<file path="src/logic/display_link_pkg.sv">
// shared types and default sizes for the serial display link
// RGB888 pixels, RGB565 word views, host write and line command records
`default_nettype none

package display_link_pkg;

    // default line buffer size for the module parameters
    localparam int LINE_DEPTH = 32;
    localparam int ADDR_W     = 5;

    typedef struct packed {
        logic [7:0] red;
        logic [7:0] green;
        logic [7:0] blue;
    } rgb888_t;

    typedef struct packed {
        logic [4:0] red;
        logic [5:0] green;
        logic [4:0] blue;
    } rgb565_t;

    // field view for conversion, raw view for shifting
    typedef union packed {
        rgb565_t     fields;
        logic [15:0] raw;
    } rgb565_u;

    typedef struct packed {
        logic              wr_en;
        logic [ADDR_W-1:0] addr;
        rgb888_t           pixel;
    } pixel_write_t;

    // count runs 1 to LINE_DEPTH
    typedef struct packed {
        logic [ADDR_W-1:0] base;
        logic [ADDR_W:0]   count;
    } line_cmd_t;

endpackage

`default_nettype wire

</file>
<file path="src/logic/display_link_top.sv">
// serial display link top level
// line buffer, line sequencer with address adder, and pixel serializer
`timescale 1ns/100ps
`default_nettype none

module display_link_top #(
    parameter int LINE_DEPTH = display_link_pkg::LINE_DEPTH,
    parameter int ADDR_W     = display_link_pkg::ADDR_W
) (
    input  wire logic                           clk,
    input  wire logic                           rst_n,
    input  wire display_link_pkg::pixel_write_t pix_wr,
    input  wire logic                           line_start,
    input  wire display_link_pkg::line_cmd_t    line_cmd,
    output logic                                serial_data,
    output logic                                serial_clk,
    output logic                                serial_frame,
    output logic                                line_busy,
    output logic                                line_done
);

    logic                      rd_en;
    logic [ADDR_W-1:0]         rd_addr;
    display_link_pkg::rgb888_t rd_pixel;
    display_link_pkg::rgb888_t tx_pixel;
    logic                      start_tx;
    logic                      tx_done;

    pixel_line_ram #(
        .LINE_DEPTH (LINE_DEPTH),
        .ADDR_W     (ADDR_W)
    ) u_ram (
        .clk      (clk),
        .rst_n    (rst_n),
        .pix_wr   (pix_wr),
        .rd_en    (rd_en),
        .rd_addr  (rd_addr),
        .rd_pixel (rd_pixel)
    );

    line_sequencer #(
        .ADDR_W (ADDR_W)
    ) u_seq (
        .clk        (clk),
        .rst_n      (rst_n),
        .line_start (line_start),
        .line_cmd   (line_cmd),
        .rd_pixel   (rd_pixel),
        .tx_done    (tx_done),
        .rd_en      (rd_en),
        .rd_addr    (rd_addr),
        .start_tx   (start_tx),
        .pixel      (tx_pixel),
        .line_busy  (line_busy),
        .line_done  (line_done)
    );

    // tx_active marks the pixel frame on the link
    serial_display_tx u_tx (
        .clk         (clk),
        .rst_n       (rst_n),
        .start_tx    (start_tx),
        .pixel       (tx_pixel),
        .serial_data (serial_data),
        .serial_clk  (serial_clk),
        .tx_active   (serial_frame),
        .tx_done     (tx_done)
    );

endmodule

`default_nettype wire

</file>
<file path="src/logic/han_carlson_adder.sv">
// Han-Carlson parallel-prefix adder
// pairs even positions, runs a sparse prefix tree on them, then fills odd positions
`timescale 1ns/100ps
`default_nettype none

module han_carlson_adder #(
    parameter int WIDTH = 5
) (
    input  wire logic [WIDTH-1:0] a,
    input  wire logic [WIDTH-1:0] b,
    input  wire logic             cin,
    output logic [WIDTH-1:0]      sum,
    output logic                  cout
);

    // span-2 and wider levels over the even positions
    localparam int STAGES = $clog2(WIDTH + 1) - 1;

    // position 0 holds the carry in
    wire [WIDTH:0] g0;
    wire [WIDTH:0] p0;
    wire [WIDTH:0] gk [0:STAGES];
    wire [WIDTH:0] pk [0:STAGES];
    wire [WIDTH:0] gf;

    genvar i;
    genvar s;

    assign g0 = {a & b, cin};
    assign p0 = {a ^ b, 1'b0};

    // even position absorbs its odd neighbour below
    for (i = 0; i <= WIDTH; i++) begin : g_pair
        if (i % 2 == 0 && i > 0) begin : g_even
            assign gk[0][i] = g0[i] | (p0[i] & g0[i-1]);
            assign pk[0][i] = p0[i] & p0[i-1];
        end else begin : g_keep
            assign gk[0][i] = g0[i];
            assign pk[0][i] = p0[i];
        end
    end

    // spans 2, 4, ... on even positions only
    for (s = 0; s < STAGES; s++) begin : g_level
        for (i = 0; i <= WIDTH; i++) begin : g_bit
            if (i % 2 == 0 && i >= (2 << s)) begin : g_merge
                assign gk[s+1][i] = gk[s][i] | (pk[s][i] & gk[s][i-(2<<s)]);
                assign pk[s+1][i] = pk[s][i] & pk[s][i-(2<<s)];
            end else begin : g_pass
                assign gk[s+1][i] = gk[s][i];
                assign pk[s+1][i] = pk[s][i];
            end
        end
    end

    // odd positions pick up the finished even group below
    for (i = 0; i <= WIDTH; i++) begin : g_fill
        if (i % 2 == 1) begin : g_odd
            assign gf[i] = gk[STAGES][i] | (pk[STAGES][i] & gk[STAGES][i-1]);
        end else begin : g_done
            assign gf[i] = gk[STAGES][i];
        end
    end

    assign sum  = p0[WIDTH:1] ^ gf[WIDTH-1:0];
    assign cout = gf[WIDTH];

endmodule

`default_nettype wire

</file>
<file path="src/logic/line_sequencer.sv">
// walks one display line through the buffer
// forms base plus index addresses and hands each pixel to the serializer
`timescale 1ns/100ps
`default_nettype none

module line_sequencer #(
    parameter int ADDR_W = display_link_pkg::ADDR_W
) (
    input  wire logic                        clk,
    input  wire logic                        rst_n,
    input  wire logic                        line_start,
    input  wire display_link_pkg::line_cmd_t line_cmd,
    input  wire display_link_pkg::rgb888_t   rd_pixel,
    input  wire logic                        tx_done,
    output logic                             rd_en,
    output logic [ADDR_W-1:0]                rd_addr,
    output logic                             start_tx,
    output display_link_pkg::rgb888_t        pixel,
    output logic                             line_busy,
    output logic                             line_done
);

    typedef enum logic [2:0] {
        S_IDLE,
        S_FETCH,
        S_READ,
        S_PRESENT,
        S_WAIT_DONE,
        S_WAIT_CLEAR
    } state_t;

    state_t                      state;
    display_link_pkg::line_cmd_t cmd_q;
    logic [ADDR_W-1:0]           index;
    logic [ADDR_W:0]             index_next;

    assign index_next = {1'b0, index} + 1'b1;

    // carry out dropped so the address wraps around the buffer
    han_carlson_adder #(
        .WIDTH (ADDR_W)
    ) u_addr_add (
        .a    (cmd_q.base),
        .b    (index),
        .cin  (1'b0),
        .sum  (rd_addr),
        .cout ()
    );

    assign rd_en    = (state == S_FETCH);
    assign start_tx = (state == S_PRESENT) || (state == S_WAIT_DONE);

    always_ff @(posedge clk or negedge rst_n) begin
        if (!rst_n) begin
            state     <= S_IDLE;
            index     <= '0;
            line_busy <= 1'b0;
            line_done <= 1'b0;
        end else begin
            line_done <= 1'b0;
            case (state)
                S_IDLE: begin
                    if (line_start) begin
                        index     <= '0;
                        line_busy <= 1'b1;
                        state     <= S_FETCH;
                    end
                end
                S_FETCH:     state <= S_READ;
                S_READ:      state <= S_PRESENT;
                S_PRESENT:   state <= S_WAIT_DONE;
                S_WAIT_DONE: begin
                    if (tx_done) state <= S_WAIT_CLEAR;
                end
                S_WAIT_CLEAR: begin
                    // next pixel only once the serializer is idle again
                    if (!tx_done) begin
                        if (index_next == cmd_q.count) begin
                            line_busy <= 1'b0;
                            line_done <= 1'b1;
                            state     <= S_IDLE;
                        end else begin
                            index <= index_next[ADDR_W-1:0];
                            state <= S_FETCH;
                        end
                    end
                end
                default: state <= S_IDLE;
            endcase
        end
    end

    always_ff @(posedge clk) begin
        if (state == S_IDLE && line_start) cmd_q <= line_cmd;
        if (state == S_READ) pixel <= rd_pixel;
    end

endmodule

`default_nettype wire

</file>
<file path="src/logic/pixel_line_ram.sv">
// line buffer for RGB888 pixels
// host write port, registered read port with one cycle latency
`timescale 1ns/100ps
`default_nettype none

module pixel_line_ram #(
    parameter int LINE_DEPTH = display_link_pkg::LINE_DEPTH,
    parameter int ADDR_W     = display_link_pkg::ADDR_W
) (
    input  wire logic                           clk,
    input  wire logic                           rst_n,
    input  wire display_link_pkg::pixel_write_t pix_wr,
    input  wire logic                           rd_en,
    input  wire logic [ADDR_W-1:0]              rd_addr,
    output display_link_pkg::rgb888_t           rd_pixel
);

    display_link_pkg::rgb888_t mem [LINE_DEPTH];

    always_ff @(posedge clk) begin
        if (pix_wr.wr_en) begin
            mem[pix_wr.addr] <= pix_wr.pixel;
        end
    end

    // read sees the old word on a same-cycle write
    always_ff @(posedge clk or negedge rst_n) begin
        if (!rst_n) begin
            rd_pixel <= '0;
        end else if (rd_en) begin
            rd_pixel <= mem[rd_addr];
        end
    end

endmodule

`default_nettype wire

</file>
<file path="src/logic/serial_display_tx.sv">
// RGB888 to RGB565 serializer
// shifts 16 bits MSB first against a generated serial clock
`timescale 1ns/100ps
`default_nettype none

module serial_display_tx (
    input  wire logic                      clk,
    input  wire logic                      rst_n,
    input  wire logic                      start_tx,
    input  wire display_link_pkg::rgb888_t pixel,
    output logic                           serial_data,
    output logic                           serial_clk,
    output logic                           tx_active,
    output logic                           tx_done
);

    localparam logic [4:0] BITS = 5'd16;

    display_link_pkg::rgb565_u conv;
    display_link_pkg::rgb565_u shift_word;
    logic [4:0]                bit_cnt;
    logic                      accept;

    // truncate each channel to its top bits
    always_comb begin
        conv.fields.red   = pixel.red[7:3];
        conv.fields.green = pixel.green[7:2];
        conv.fields.blue  = pixel.blue[7:3];
    end

    assign accept = start_tx && !tx_active && !tx_done;

    always_ff @(posedge clk) begin
        if (accept) begin
            shift_word <= conv;
        end else if (tx_active && serial_clk) begin
            shift_word.raw <= {shift_word.raw[14:0], 1'b0};
        end
    end

    always_ff @(posedge clk or negedge rst_n) begin
        if (!rst_n) begin
            serial_data <= 1'b0;
            serial_clk  <= 1'b0;
            tx_active   <= 1'b0;
            tx_done     <= 1'b0;
            bit_cnt     <= '0;
        end else if (accept) begin
            // first bit set up while the serial clock is low
            serial_data <= conv.raw[15];
            serial_clk  <= 1'b0;
            tx_active   <= 1'b1;
            bit_cnt     <= '0;
        end else if (tx_active) begin
            if (serial_clk) begin
                // falling edge moves to the next bit
                serial_clk  <= 1'b0;
                serial_data <= shift_word.raw[14];
                bit_cnt     <= bit_cnt + 1'b1;
            end else if (bit_cnt == BITS) begin
                tx_active <= 1'b0;
                tx_done   <= 1'b1;
            end else begin
                serial_clk <= 1'b1;
            end
        end else if (tx_done && !start_tx) begin
            tx_done <= 1'b0;
        end
    end

endmodule

`default_nettype wire

</file>
<file path="config.mk">
export PLATFORM = sky130hd
export DESIGN_NAME = display_link_top
export DESIGN_NICKNAME = d
export VERILOG_FILES = /design/src/logic/display_link_pkg.sv /design/src/logic/display_link_top.sv /design/src/logic/han_carlson_adder.sv /design/src/logic/line_sequencer.sv /design/src/logic/pixel_line_ram.sv /design/src/logic/serial_display_tx.sv
export SDC_FILE = /design/constraint.sdc
export NUM_CORES = 1
export LEC_CHECK = 0
export ABC_CLOCK_PERIOD_IN_PS = 4000
export BUFFER_PORTS_ARGS = -buffer_cell sky130_fd_sc_hd__buf_2
export CAP_MARGIN = 20
export CORE_ASPECT_RATIO = 1.4
export CORE_UTILIZATION = 60
export DETAILED_ROUTE_END_ITERATION = 12
export PLACE_DENSITY = 0.88
export SLEW_MARGIN = 30
export SYNTH_ARGS = -nofsm -noshare
export SYNTH_HDL_FRONTEND = slang
export SYNTH_HIERARCHICAL = 1
export SYNTH_SLANG_ARGS = --single-unit
</file>
<file path="constraint.sdc">
create_clock -name clk -period 4 [get_ports clk]
set_input_delay 0.4 -clock clk [delete_from_list [all_inputs] [get_ports clk]]
set_output_delay 0.4 -clock clk [all_outputs]
set_load 0.05 [all_outputs]
</file>
==> results.toml <==
[synth]
syn-mean-instance-area_um2 = 17.0
synth_warnings = 6
syn_inst = 1385
syn_area_mm2 = 0.0236

[global_route]
grt.met1_usage_pct = 31.4
grt_remaining_overflow = 0
antenna_found_initial = 0
grt_start_max_net_pins = 65
grt_pass1_vias = 12732
met3_usage_pct = 4.36
met2_usage_pct = 44.8
grt_busiest_layer = "met2"
grt_pass1_wl_um = 76200
track_usage_pct = 26.0

[power]
internal_power_uw = 10400
power.density_mw_per_mm2 = 540
pwr-share-comb_pct = 17.1
power_frac_clock_pct = 33.2
swShare_pct = 26.1
irDropWorstVdd_mv = 0.368
p_leak_uw = 0.00918
seq_power_share_pct = 49.8
switching_power_uw = 3670

[routing]
ant_nets = 0
vias_per_cell = 6.38
wl_per_cell_um = 25.6
via_count = 12744
dr.pass1.iters = 6
routed_wl_um = 51200
first_iter_violations = 1672
drc = 0

[critical_path]
crit_slowest_cell = "nand2b_1"
cp-end-kind = "register"
crit_path_max_fanout = 16
cp.required_ps = 4500
worstPathArrival_ps = 4150
worstSetupPathType = "reg2reg"
cpPeakStageDelay_ps = 750
path_cells = "ha_1, a21oi_2, nand2_2, fa_1, xor2_1, nand2b_1, a21oi_1, nor4_1, mux2_2"
startpoint_type = "register"

[layout]
final_nets = 1491
area.growth.synth_to_final_pct = 10.3
fillers = 2304
n_antenna_cell = 0
final_area_mm2 = 0.0260
drive_above_1_share_pct = 14.4
multi_input_area_mm2 = 0.00538
seqCellArea_mm2 = 0.0175

[clocking]
post_cts_buffers = 0
ctsLongestPathBuffers = 3
clkLatencyLatePin_ps = 590
root_buffer = "clkbuf_16"
cts_resized = 0
cts_sinks = 589
h-tree-depth = 2
path_clk_slew_ps = 60
cts_buffers = 51
cts_tree = "yes"

[run]
drv_cap = 0

[run_status]
status = "completed"

[sta]
setup_tns_ps = 0
setup_viol = 0
period_share_pct = 91.2
max_freq_mhz = 274
finalCriticalPeriod_ps = 3650
rsz0062_at_grt = "false"
slew_violations = 0
tightest_slew_ps = 1030
fin_skew_ps = 26.1
hold_viol = 0
setup_slack_ps = 353
relSlewSlack_pct = 31.5

[place]
pre_cts_ws_ps = 594
hpwl_um = 29100
gp_congestion = 0.825
placed_area_mm2 = 0.0243
portBuffers = 40

[die]
initial_core_util_pct = 61.1
core-area_mm2 = 0.0386
die_w_um = 170
num_rows = 85
ios = 49
die-area_mm2 = 0.0402
die_y_um = 237

[min_path]
min_path_type = "in2reg"
[through the flow]
step	std cells	total power [uW]	hold WS (ps)	utilization, %
6_report	1997	14000	127	67.4
5_1_grt	1997	14400	122	67.4
4_1_cts	1997	14000	82.9	67.4
3_5_place_dp	1894	9420	433	63.0
3_3_place_gp	1894	9320	430	63.0
2_1_floorplan	1386	8820	104	-
[layer usage]
metal  part of all wire, %  vias to the layer above
met5                     0                        -
met2                    51                      745
met1                    35                     6351
li1                      -                     5478
met4                   5.3                        0
met3                   8.5                      170
[repair_timing]
action | CTS | global route
hold buffers | 12 | 0
endpoints found under the setup margin | 0 | 0
hold endpoints to repair | 46 | 0
[sequential cells by signal (all words and copies together) (netlist names), 3 cells and up]
signal and count:
u_seq/pixel 16, u_tx/bit_cnt 5, u_seq/state 3, u_tx/shift_word 15, u_ram/mem 512, u_seq/cmd_q 11
u_seq/index 5, u_ram/rd_pixel 16
[cell usage in the layout, fill, tap and decap left out, types with 3 or more instances in the layout]
cell and count:
dlygate4sd3_1 12, nor2_4 5, nand2_1 51, nor2_1 34, clkbuf_16 51, buf_4 43
nand3b_1 8, inv_1 12, dfrtp_1 35, o21ai_0 6, clkinv_2 11, a21oi_1 68
xnor2_1 5, ha_1 7, buf_2 40, fa_1 3, xor2_1 5, mux2_2 16
nand2b_1 4, nand3_1 14, buf_12 11, mux2i_1 259, a22oi_1 128, or3b_2 3
clkbuf_1 10, nor4_1 16, clkbuf_8 4, edfxtp_1 554, nor2_2 3, o31ai_1 3
clkinv_1 8
[critical path, delay by kind of cell (launching register included)]
kind,cells,cell delay (ps)
AO/OA/AOI/OAI,2,440
XOR/XNOR,1,310
adder cells (fa/ha/maj),2,720
flip-flops,1,420
AND/OR/NAND/NOR,3,1390
multiplexers,1,280
[cell type report]
class                      instances  share of cell area [%]
timing repair buffer             106                    3.32
multi-input combinational        676                    20.7
tap                              522                    2.51
clock buffer                      65                    5.26
clock inverter                    26                   0.779
inverter                          13                   0.216
sequential                       589                    67.3
[power by group through the flow]
stage                     sequential, uW  combinational (uW)  clock [uW]
after floorplan                     7100                1720           0
after global placement              7100                2220           0
after detailed placement            7120                2300           0
after CTS                           6990                2360        4680
after global routing                7000                2510        4930
final                               6990                2400        4660
[final timing paths]
path	slack (ps)	end	startpoint	cells past startpoint
max	350	u_ram/rd_pixel[21]$_DFFE_PN0P_	u_seq/index[1]$_DFFE_PN0P_	9
min	130	u_seq/state[0]$_DFFE_PN0P_	line_start	3
max reg2reg	350	u_ram/rd_pixel[21]$_DFFE_PN0P_	u_seq/index[1]$_DFFE_PN0P_	9
min reg2reg	450	u_seq/pixel[4]$_DFFE_PP_	u_ram/rd_pixel[4]$_DFFE_PN0P_	0
max in group asynchronous	3040	u_ram/rd_pixel[22]$_DFFE_PN0P_	rst_n	2
min in group asynchronous	460	u_tx/tx_active$_DFF_PN0_	rst_n	2
No activity file was read; power rests on OpenSTA's default activity.
